<file path="config.mk">
export PLATFORM = sky130hd
export DESIGN_NAME = fpu_unit
export DESIGN_NICKNAME = d
export VERILOG_FILES = /design/src/fpu_pkg.sv /design/src/fp_floor.sv /design/src/fp_to_int.sv /design/src/fpu_decode.sv /design/src/fpu_result.sv /design/src/fpu_unit.sv /design/src/int_to_fp.sv
export SDC_FILE = /design/constraint.sdc
export NUM_CORES = 1
export LEC_CHECK = 0
export ABC_AREA = 1
export BUFFER_PORTS_ARGS = -buffer_cell sky130_fd_sc_hd__buf_2
export CAP_MARGIN = 15
export CORE_MARGIN = 4
export CORE_UTILIZATION = 29
export DETAILED_ROUTE_END_ITERATION = 6
export GPL_TIMING_DRIVEN = 0
export PLACE_DENSITY_LB_ADDON = 0.08
export RECOVER_POWER = 50
export SLEW_MARGIN = 20
export SYNTH_ARGS = -nofsm -noshare
export SYNTH_HDL_FRONTEND = slang
export SYNTH_HIERARCHICAL = 1
export SYNTH_SLANG_ARGS = --single-unit
</file>
<file path="constraint.sdc">
create_clock -name clk -period 4.9 [get_ports clk]
set_input_delay 0.245 -clock clk [delete_from_list [all_inputs] [get_ports clk]]
set_output_delay 0.245 -clock clk [all_outputs]
set_load 0.02 [all_outputs]
</file>
<file path="src/fpu_pkg.sv">
package fpu_pkg;

	// words on the datapath
	typedef logic [31:0] float_t;        // ieee single
	typedef logic signed [31:0] word_t;  // two's complement integer
	typedef logic [7:0] exp_t;           // biased exponent
	typedef logic [22:0] frac_t;         // stored fraction, hidden bit not included

	localparam exp_t EXP_BIAS = 8'd127;
	localparam exp_t EXP_SPECIAL = 8'd255;  // inf and nan
	localparam exp_t EXP_INT_MIN = 8'd150;  // 127 + 23, no fraction bits left
	localparam exp_t EXP_FTOI_MAX = 8'd158; // 127 + 31

	// instruction fields seen by the unit
	typedef struct packed {
		logic [5:0] op1; // primary opcode
		logic [4:0] fmt; // format
		logic [5:0] op2; // function
	} fpu_instr_t;

	localparam logic [5:0] OPC_COP1 = 6'b010001;

	localparam logic [4:0] FMT_S = 5'b10000;
	localparam logic [4:0] FMT_W_TO_S = 5'b00100; // cvt.s.w
	localparam logic [4:0] FMT_S_TO_W = 5'b00000; // cvt.w.s

	localparam logic [5:0] FN_ABS = 6'd5;
	localparam logic [5:0] FN_NEG = 6'd7;
	localparam logic [5:0] FN_FLOOR = 6'd15;
	localparam logic [5:0] FN_CVT = 6'd0; // function field of both conversions

	// decoded operation
	typedef logic [2:0] op_code_t;

	localparam op_code_t OP_ABS = 3'd0;
	localparam op_code_t OP_NEG = 3'd1;
	localparam op_code_t OP_FLOOR = 3'd2;
	localparam op_code_t OP_FTOI = 3'd3;
	localparam op_code_t OP_ITOF = 3'd4;

	// reads as the 4-bit exception code, 1000 for an unknown instruction
	typedef struct packed {
		logic invalid;
		logic div0;    // no divider here, stays 0
		logic nan;
		logic ovf;
	} fpu_exc_t;

endpackage

</file>
<file path="src/fp_floor.sv">
`timescale 1ns/1ns

module fp_floor (
	input fpu_pkg::float_t x,
	output fpu_pkg::float_t y
);

	logic s;
	fpu_pkg::exp_t e;
	fpu_pkg::frac_t f;
	logic is_nan;
	logic [4:0] sh;          // position of the binary point, 0 to 22
	logic [45:0] aligned;    // integer part in [45:23], fraction below
	logic cut;
	logic [23:0] int_part;   // extra msb for the carry
	logic [46:0] back;
	fpu_pkg::exp_t e_out;

	assign s = x[31];
	assign e = x[30:23];
	assign f = x[22:0];

	assign is_nan = (e == fpu_pkg::EXP_SPECIAL) && (f != '0);

	// only meaningful for 127 <= e < 150
	assign sh = 5'(e - fpu_pkg::EXP_BIAS);
	assign aligned = {23'd1, f} << sh;

	// negative values with dropped fraction bits move one step down
	assign cut = s & (|aligned[22:0]);
	assign int_part = {1'b0, aligned[45:23]} + {23'd0, cut};

	// shift back so the hidden bit sits at bit 23 again
	assign back = {int_part, 23'd0} >> sh;
	assign e_out = e + {7'd0, back[24]}; // magnitude hit the next power of two

	always_comb begin
		if (is_nan) begin
			y = {s, e, 1'b1, f[21:0]}; // force quiet
		end else if (e >= fpu_pkg::EXP_INT_MIN) begin
			y = x; // already integral, also inf
		end else if (e < fpu_pkg::EXP_BIAS) begin
			if (s && (x[30:0] != '0)) begin
				y = {1'b1, fpu_pkg::EXP_BIAS, 23'd0}; // -1.0
			end else begin
				y = {s, 31'd0};
			end
		end else begin
			y = {s, e_out, back[22:0]};
		end
	end

endmodule

</file>
<file path="src/fp_to_int.sv">
`timescale 1ns/1ns

module fp_to_int (
	input fpu_pkg::float_t x,
	output fpu_pkg::word_t y,
	output logic ovf,
	output logic nan
);

	logic s;
	fpu_pkg::exp_t e;
	fpu_pkg::frac_t f;
	logic [23:0] mant;
	fpu_pkg::exp_t sh;
	logic [55:0] shifted;    // integer in [55:24], half bit at 23
	logic [32:0] rounded;
	logic tiny;
	logic too_big;
	logic min_int;
	logic range_ovf;

	assign s = x[31];
	assign e = x[30:23];
	assign f = x[22:0];

	assign mant = {(e != '0), f}; // hidden bit only for normals

	// e = 126 leaves the hidden bit on the half position
	assign sh = e - (fpu_pkg::EXP_BIAS - 8'd1);
	assign shifted = {32'd0, mant} << sh;

	// half away from zero, applied to the magnitude
	assign rounded = {1'b0, shifted[55:24]} + {32'd0, shifted[23]};

	assign nan = (e == fpu_pkg::EXP_SPECIAL) && (f != '0);
	assign tiny = e < (fpu_pkg::EXP_BIAS - 8'd1);
	assign too_big = e > fpu_pkg::EXP_FTOI_MAX;
	assign min_int = s && (rounded == {2'b01, 31'd0}); // exactly -2^31 still fits
	assign range_ovf = rounded[32] | rounded[31];

	always_comb begin
		y = '0;
		ovf = 1'b0;
		if (nan) begin
			y = '0;
		end else if (too_big) begin
			ovf = 1'b1; // includes infinity
		end else if (tiny) begin
			y = '0;
		end else if (min_int) begin
			y = {1'b1, 31'd0};
		end else if (range_ovf) begin
			ovf = 1'b1;
		end else if (s) begin
			y = -rounded[31:0];
		end else begin
			y = rounded[31:0];
		end
	end

endmodule

</file>
<file path="src/fpu_decode.sv">
`timescale 1ns/1ns

module fpu_decode (
	input fpu_pkg::fpu_instr_t instr,
	output fpu_pkg::op_code_t op,
	output logic invalid
);

	logic is_cop1;
	logic is_ftoi;
	logic is_itof;

	assign is_cop1 = (instr.op1 == fpu_pkg::OPC_COP1);

	// conversions only with the zero function field
	assign is_ftoi = (instr.fmt == fpu_pkg::FMT_S_TO_W) && (instr.op2 == fpu_pkg::FN_CVT);
	assign is_itof = (instr.fmt == fpu_pkg::FMT_W_TO_S) && (instr.op2 == fpu_pkg::FN_CVT);

	always_comb begin
		op = fpu_pkg::OP_ABS;
		invalid = 1'b0;
		if (!is_cop1) begin
			invalid = 1'b1; // not a float instruction at all
		end else if (instr.fmt == fpu_pkg::FMT_S) begin
			case (instr.op2)
				fpu_pkg::FN_ABS: begin
					op = fpu_pkg::OP_ABS;
				end
				fpu_pkg::FN_NEG: begin
					op = fpu_pkg::OP_NEG;
				end
				fpu_pkg::FN_FLOOR: begin
					op = fpu_pkg::OP_FLOOR;
				end
				default: begin
					// add, sub, mul and div end up here as well
					invalid = 1'b1;
				end
			endcase
		end else if (is_ftoi) begin
			op = fpu_pkg::OP_FTOI;
		end else if (is_itof) begin
			op = fpu_pkg::OP_ITOF;
		end else begin
			invalid = 1'b1;
		end
	end

endmodule

</file>
<file path="src/fpu_result.sv">
`timescale 1ns/1ns

module fpu_result (
	input logic clk,
	input logic rst_n,
	input fpu_pkg::op_code_t op,
	input logic invalid,
	input fpu_pkg::float_t x1,
	input fpu_pkg::float_t floor_y,
	input fpu_pkg::word_t ftoi_y,
	input logic ftoi_ovf,
	input logic ftoi_nan,
	input fpu_pkg::float_t itof_y,
	output fpu_pkg::float_t y,
	output fpu_pkg::fpu_exc_t exc
);

	fpu_pkg::float_t abs_y;
	fpu_pkg::float_t neg_y;
	fpu_pkg::float_t y_d;
	fpu_pkg::fpu_exc_t exc_d;

	// sign bit only, nan payload untouched
	assign abs_y = {1'b0, x1[30:0]};
	assign neg_y = {~x1[31], x1[30:0]};

	always_comb begin
		y_d = '0;
		exc_d = '0;
		if (invalid) begin
			exc_d.invalid = 1'b1; // code 1000
		end else begin
			case (op)
				fpu_pkg::OP_ABS: y_d = abs_y;
				fpu_pkg::OP_NEG: y_d = neg_y;
				fpu_pkg::OP_FLOOR: y_d = floor_y;
				fpu_pkg::OP_FTOI: begin
					y_d = fpu_pkg::float_t'(ftoi_y);
					exc_d.nan = ftoi_nan;
					exc_d.ovf = ftoi_ovf;
				end
				fpu_pkg::OP_ITOF: y_d = itof_y;
				default: exc_d.invalid = 1'b1;
			endcase
		end
	end

	// one cycle from instruction to result
	always_ff @(posedge clk) begin
		if (!rst_n) begin
			y <= '0;
			exc <= '0;
		end else begin
			y <= y_d;
			exc <= exc_d;
		end
	end

endmodule

</file>
<file path="src/fpu_unit.sv">
`timescale 1ns/1ns

module fpu_unit (
	input logic clk,
	input logic rst_n,
	input fpu_pkg::fpu_instr_t instr,
	input fpu_pkg::float_t x1,   // fs
	input fpu_pkg::word_t x2,    // ft, integer source of itof
	output fpu_pkg::float_t y,
	output fpu_pkg::fpu_exc_t exc
);

	fpu_pkg::op_code_t op;
	logic invalid;
	fpu_pkg::float_t floor_y;
	fpu_pkg::word_t ftoi_y;
	logic ftoi_ovf;
	logic ftoi_nan;
	fpu_pkg::float_t itof_y;

	fpu_decode fpu_decode_i (
		.instr   (instr),
		.op      (op),
		.invalid (invalid)
	);

	fp_floor fp_floor_i (
		.x (x1),
		.y (floor_y)
	);

	fp_to_int fp_to_int_i (
		.x   (x1),
		.y   (ftoi_y),
		.ovf (ftoi_ovf),
		.nan (ftoi_nan)
	);

	int_to_fp int_to_fp_i (
		.x (x2),
		.y (itof_y)
	);

	// abs and neg are formed inside the result stage
	fpu_result fpu_result_i (
		.clk      (clk),
		.rst_n    (rst_n),
		.op       (op),
		.invalid  (invalid),
		.x1       (x1),
		.floor_y  (floor_y),
		.ftoi_y   (ftoi_y),
		.ftoi_ovf (ftoi_ovf),
		.ftoi_nan (ftoi_nan),
		.itof_y   (itof_y),
		.y        (y),
		.exc      (exc)
	);

endmodule

</file>
<file path="src/int_to_fp.sv">
`timescale 1ns/1ns

module int_to_fp (
	input fpu_pkg::word_t x,
	output fpu_pkg::float_t y
);

	logic s;
	logic [31:0] mag;        // unsigned, so -2^31 is fine
	logic [4:0] lead;
	logic [31:0] norm;       // leading one moved to bit 31
	logic guard;
	logic sticky;
	logic round_up;
	logic [24:0] rounded;    // carry, hidden bit, 23 fraction bits
	fpu_pkg::exp_t e;

	assign s = x[31];
	assign mag = s ? (~x + 32'd1) : x;

	// highest set bit wins
	always_comb begin
		lead = 5'd0;
		for (int i = 0; i < 32; i++) begin
			if (mag[i]) begin
				lead = i[4:0];
			end
		end
	end

	assign norm = mag << (5'd31 - lead);

	assign guard = norm[7];
	assign sticky = |norm[6:0];
	assign round_up = guard & (norm[8] | sticky); // ties go to even

	assign rounded = {1'b0, norm[31:8]} + {24'd0, round_up};

	// on carry the fraction bits are all zero anyway
	assign e = {3'd0, lead} + fpu_pkg::EXP_BIAS + {7'd0, rounded[24]};

	always_comb begin
		if (x == '0) begin
			y = '0; // +0.0
		end else begin
			y = {s, e, rounded[22:0]};
		end
	end

endmodule

</file>
* Word level (Yosys, flattened, before mapping)
Cells that the tools add are included.
** Operators by class
- $add $sub $neg :: 11
- Reductions and logical operators :: 19
- Multiplexer cells :: 60
- Equal/unequal tests :: 12
- Order comparisons :: 4
- Shift-type cells :: 4
- Bitwise gates (word level) :: 8
** Operators with widths (count)
- $mux W32 :: 12
- $pmux W32 S5 :: 1
- $mux W5 :: 16
- $shl A24 B8 Y56 :: 1
- $shr A47 B5 Y25 :: 1
- $shl A24 B5 Y46 :: 1
- $add A32 B1 Y33 :: 1
- $eq A33 B32 Y1 const B :: 1
- $add A32 B1 Y32 const B :: 1
- $logic_not A32 Y1 :: 1
- $mux W4 :: 8
- $neg A32 Y32 :: 1
- $not A32 Y32 :: 1
- $shl A32 B5 Y32 :: 1
- $reduce_bool A31 Y1 :: 1
- $add A24 B1 Y25 :: 1
- $add A23 B1 Y24 :: 1
- $mux W3 :: 8
- $reduce_bool A23 Y1 :: 1
- $reduce_or A23 Y1 :: 1
- $add A8 B1 Y8 :: 2
- $lt A8 B7 Y1 const B :: 2
- $eq A6 B3 Y1 const B :: 2
- $mux W1 :: 12
- 29 further kinds :: 40
** Storage, ports and cells
- Register bits after elaboration :: 35
- Logic and storage cells :: 122
- Output and inout bits :: 36
- Input port bits :: 83

* Depth between registers and ports, before layout
- Word-level depth :: 43
- Mapped depth :: 61
- Depth with buffers taken out :: 61

* Cells and area by module
Netlist, hierarchy kept.
** By module, submodules not included
- fp_to_int :: cells each 1084, area an instance 5446.5 um^2, instances 1, sequential area each 0.0 um^2
- fp_floor :: cells each 1013, area an instance 4882.2 um^2, instances 1, sequential area each 0.0 um^2
- int_to_fp :: cells each 821, area an instance 4056.4 um^2, instances 1, sequential area each 0.0 um^2
- fpu_result :: cells each 337, area an instance 2192.1 um^2, instances 1, sequential area each 700.7 um^2
- fpu_decode :: cells each 49, area an instance 250.2 um^2, instances 1, sequential area each 0.0 um^2

* Worst setup path after synthesis
Ideal clock, no wire load.
- Kind :: input to register
- Start :: in x1[23]
- End :: reg fpu_result_i.y[29]
- Buffers on the path :: 5
- Arrival time :: 4.967 ns
- Stages on the path :: 40
- Data required time :: 4.772 ns
- Path slack :: -0.195 ns
- Library setup time :: 0.128 ns
- Cell sequence :: buf_4 inv_4 buf_4 buf_2 ha_1 buf_2 inv_2 buf_2 nand3_1 nand3_1 nand3_1 and2_1 a2111oi_0 nand4_1 nand2_1 a21boi_0 ha_1 ha_1 (+4 left out) nand2_1 nand3_1 nand2_1 nand2_2 nand3_2 nand3_2 nand2_1 a21o_1 ha_1 ha_1 nand3_1 nor2_1 xor2_1 o211ai_1 nand4_1 nand3_1 nor2_1 nor2_1
** Between the ends
- Cells in the longest elaborated chain, start to end :: 11
- Elaborated cells on any way between the ends :: 34
- Classes of those cells :: 6 x add/sub; 4 x order compare; 2 x eq/ne; 3 x shift; 11 x mux; 2 x bitwise; 6 x reduce/logical
** Ends and longest elaborated chain
- start: declaration :: line fpu_unit.sv:7 : input fpu_pkg::float_t x1,
- $sub A5 B5 Y5 :: line fp_floor.sv:26 : assign sh = 5'(e - fpu_pkg::EXP_BIAS);
- $shl A24 B5 Y46 :: line fp_floor.sv:27 : assign aligned = {23'd1, f} << sh;
- $reduce_or A23 Y1 :: line fp_floor.sv:30 : assign cut = s & (|aligned[22:0]);
- $and A1 B1 Y1 :: line fp_floor.sv:30
- $add A23 B1 Y24 :: line fp_floor.sv:31 : assign int_part = {1'b0, aligned[45:23]} + {23'd0, cut};
- $shr A47 B5 Y25 :: line fp_floor.sv:34 : assign back = {int_part, 23'd0} >> sh;
- $add A8 B1 Y8 :: line fp_floor.sv:35 : assign e_out = e + {7'd0, back[24]};
- $mux W32 :: line fp_floor.sv:42 : end else if (e < fpu_pkg::EXP_BIAS) begin
- $mux W32 :: line fp_floor.sv:40 : end else if (e >= fpu_pkg::EXP_INT_MIN) begin
- $mux W32 * :: line fp_floor.sv:38 : if (is_nan) begin
- named net floor_y[29] :: line fpu_unit.sv:15 : fpu_pkg::float_t floor_y;
- $pmux W32 S5 * :: line fpu_result.sv:33 : case (op)
- end signal: assignment :: line fpu_result.sv:54 : y <= y_d;
- end: declaration :: line fpu_result.sv:14 : output fpu_pkg::float_t y,
Mark *: on every way through the listed nets, which the timed path passes. The rest lies on a longest branch.
A chain may end at the register's enable or synchronous reset.

* Worst setup path in the final report
- Start :: in x2[2]
- End :: reg fpu_result_i.y[25]
** Between the ends
- Cells in the longest elaborated chain, start to end :: 42
- Elaborated cells on any way between the ends :: 44
- Classes of those cells :: 5 x add/sub; 1 x shift; 33 x mux; 3 x bitwise; 2 x reduce/logical
** Ends and longest elaborated chain
- start: declaration :: line fpu_unit.sv:8 : input fpu_pkg::word_t x2,
- $not A32 Y32 :: line int_to_fp.sv:19 : assign mag = s ? (~x + 32'd1) : x;
- $add A32 B1 Y32 :: line int_to_fp.sv:19
- $mux W32 :: line int_to_fp.sv:19
- $mux W2 (2 in series) :: line int_to_fp.sv:25 : if (mag[i]) begin
- $mux W3 (4 in series) :: line int_to_fp.sv:25
- $mux W4 (8 in series) :: line int_to_fp.sv:25
- $mux W5 (16 in series) :: line int_to_fp.sv:25
- $sub A5 B5 Y5 :: line int_to_fp.sv:31 : assign norm = mag << (5'd31 - lead);
- $shl A32 B5 Y32 :: line int_to_fp.sv:31
- $reduce_or A7 Y1 :: line int_to_fp.sv:34 : assign sticky = |norm[6:0];
- $or A1 B1 Y1 :: line int_to_fp.sv:35 : assign round_up = guard & (norm[8] | sticky);
- $and A1 B1 Y1 :: line int_to_fp.sv:35
- $add A24 B1 Y25 :: line int_to_fp.sv:37 : assign rounded = {1'b0, norm[31:8]} + {24'd0, round_up};
- $add A8 B1 Y8 :: line int_to_fp.sv:40 : assign e = {3'd0, lead} + fpu_pkg::EXP_BIAS + {7'd0, rounded[24]};
- $mux W32 * :: line int_to_fp.sv:43 : if (x == '0) begin
- named net itof_y[25] :: line fpu_unit.sv:19 : fpu_pkg::float_t itof_y;
- $pmux W32 S5 * :: line fpu_result.sv:33
Marks and branches as above.

==> impl_metrics.tcl <==
set metrics [dict create \
    status "finished, violations left" \
    violations "negative setup slack" \
    dp_slack_ps -1640 \
    synthAdderAreaFrac 0.0112 \
    switching_share 0.599 \
    ys_seq_elements 35 \
    hold_viol 0 \
    grt_overflow 0 \
    synth_compound_area_frac 0.0766 \
    grt_pass1_vias 22300 \
    cp-start-kind "input pin" \
    ys_warn_count 6 \
    clkTransAtPathRegs_ps 70 \
    cts_buffers 5 \
    vias_per_cell 5.51 \
    p_comb_frac 0.825 \
    io_pins 119 \
    ant_nets 0 \
    layout-drive-gt1-share 0.287 \
    cts.htree.levels 2 \
    setup_ws_ps -290 \
    critical_path_cell_count 44 \
    die_w_um 249 \
    syn_nets 3402 \
    synthMuxAreaShare 0 \
    power.density_mw_per_mm2 166 \
    drt-total-wl_um 92900 \
    worstPathRequired_ps 5090 \
    antenna_found_initial 1 \
    grt_max_degree 14 \
    rsz0062_at_grt "true" \
    critPathLaunch "x2[2]" \
    dr.pass1.iters 6 \
    path_max_fanout 8 \
    arrival_ps 5380 \
    drt_iter0_drc 2515 \
    fp-row-count 88 \
    cts_buffer_depth 2 \
    final_cell_mix "nand2_1, nand3_1, nor2_1" \
    final.min_clock_period_ps 5190 \
    drv_cap 0 \
    syn_inst 3304 \
    async_flop_share 0 \
    die_area_mm2 0.0619 \
    tightest_slew_ps 803 \
    fillers 6555 \
    multi_input_area_mm2 0.0160 \
    cts_tree "built" \
    vias 23900 \
    cts_sinks 35 \
    layout.nets 3665 \
    pwr-share-seq 0.078 \
    p_leak_nw 10.5 \
    drc_errors 0 \
    coreArea_mm2 0.0576 \
    numPortBuffers 117 \
    final_common_cell "nand2_1" \
    routabilityCongestion 1.02 \
    grt.total_usage 0.278 \
    yosys.area_share.simple 0.718 \
    cts_root_buf "clkbuf_16" \
    yosys.area_share.xor_xnor 0.0254 \
    hpwl_um 74200 \
    holdWs_ps 193 \
    max-slew-margin-rel 0.465 \
    wl_per_cell_um 21.4 \
    crit_path_end_kind "flip-flop" \
    grt_pass1_wl_um 136000 \
    p_sw_mw 2.19 \
    crit_slowest_cell "or3_4" \
    initial_core_util 0.292 \
    finalMaxSlewViolations 0 \
    timing.final.crit_share 1.06 \
    synth_top_family_by_area "simple AND/OR/NAND/NOR gates" \
    fp.dieH_um 249 \
    irDropWorstVdd_mv 0.115 \
    crit_top_cell "nand2_2" \
    power_mw 3.66 \
    regArea_um2 701 \
    hp-class "in2reg" \
    crit_family "simple AND/OR/NAND/NOR gates" \
    yosys.cell_types.count 70 \
    diodes 0 \
    crit_path_max_incr_delay_ps 440 \
    internal-power_mw 1.47 \
    syn_to_final_growth_pct 31.0 \
    netlist_area_mm2 0.0168 \
    finalSetupViolations 15 \
    p_clk_frac 0.097 \
    critical_path_class "in2reg" \
    synth-edff-count 0 \
    fmaxAchievable_mhz 193 \
    cp.buffers_inverters 5 \
    ys_seq_area_frac 0.0416 \
    synth_ff_type "dfxtp_1" \
    endpoint "fpu_result_i/y[25]$_SDFF_PP0_" \
    syn_avg_cell_area_um2 5.09 \
]
==> kinds of logic after synthesis <==
kind of cell | after synthesis
AOI/OAI and AO/OA | 217
adders and majority gates | 15
xor gates and xnor gates | 44
other | 1
and+or+nand+nor | 2524
buffers and inverters | 468
DFF | 35
==> sequential cells by signal (all words and copies together), names as in the netlist <==
register          count
fpu_result_i/exc      3
fpu_result_i/y       32
==> how the worst min path moves through the flow <==
stage | from | endpoint | depth (start not counted)
2_1_floorplan | rst_n | fpu_result_i/exc[3]$_SDFF_PN0_ | 2
3_3_place_gp | rst_n | fpu_result_i/exc[3]$_SDFF_PN0_ | 3
3_5_place_dp | rst_n | fpu_result_i/exc[3]$_SDFF_PN0_ | 3
4_1_cts | rst_n | fpu_result_i/exc[3]$_SDFF_PN0_ | 3
5_1_grt | rst_n | fpu_result_i/exc[3]$_SDFF_PN0_ | 3
6_report | rst_n | fpu_result_i/exc[3]$_SDFF_PN0_ | 3
==> cell type report <==
class | instances | area share
buffer | 176 | 0.0583
clock inverter | 3 | 0.00108
clock buffer | 5 | 0.00568
sequential | 35 | 0.0318
inverter | 292 | 0.0518
tap | 765 | 0.0434
multi-input combinational | 2801 | 0.727
timing repair buffer | 256 | 0.0814
==> per-layer routing <==
metal  part of all wire  track usage
met1               0.45        0.384
met3              0.064       0.0271
met5                  0      0.00541
met4              0.034       0.0824
met2               0.46        0.460
==> metrics by stage <==
step / utilization / area, um^2 / std cells / setup TNS [ps]
global route: 0.383 / 22000 / 4333 / -9390
detailed placement: 0.320 / 18500 / 4186 / -31880
finish: 0.383 / 22000 / 4333 / -2980
CTS: 0.356 / 20500 / 4286 / -1520
floorplan: - / 16900 / 3304 / 0
global placement: 0.320 / 18500 / 4186 / -31800
==> synth_stat cells (8+ instances only) <==
master,n,area [um^2]
clkbuf_1,29,109
nand3b_1,8,60.1
nand4_1,125,782
nand3_2,52,521
dfxtp_1,35,701
buf_2,76,380
nor3_1,11,55.1
nand2_2,68,425
nand4_2,16,200
buf_1,22,82.6
nand2_1,1013,3800
nand3_1,798,3990
or2_2,10,62.6
inv_2,33,124
o21ai_0,54,270
inv_1,251,942
nor2_1,298,1120
buf_6,19,214
o21ai_1,26,130
nor4_1,11,68.8
nor2_2,50,313
ha_1,15,188
a21oi_1,80,400
xor2_1,32,280
xnor2_1,8,70.1
buf_4,28,210
o211ai_1,12,90.1
a21oi_2,10,87.6
nor2_4,30,338
==> power groups by stage <==
stage          clock (mW)  sequential (mW)  combinational [mW]
3_3_place_gp            0            0.292                2.45
2_1_floorplan           0            0.292                1.67
4_1_cts             0.360            0.285                2.72
6_report            0.354            0.285                3.02
5_1_grt             0.368            0.285                3.26
3_5_place_dp            0            0.292                2.44
==> repair_timing <==
action                     CTS  global route
setup buffers               90            50
setup endpoints to repair   32            27
hold buffers                 0             0
gates resized for setup    269           305
gates cloned                 2             1
pin swaps                   92           137
hold endpoints to repair     0             0
==> worst min-delay path, cell delays in order <==
cell	delay, ps
buf_2	110
inv_1	60
nor2_1	40
Note: power is estimated with default switching activity, not from simulation.
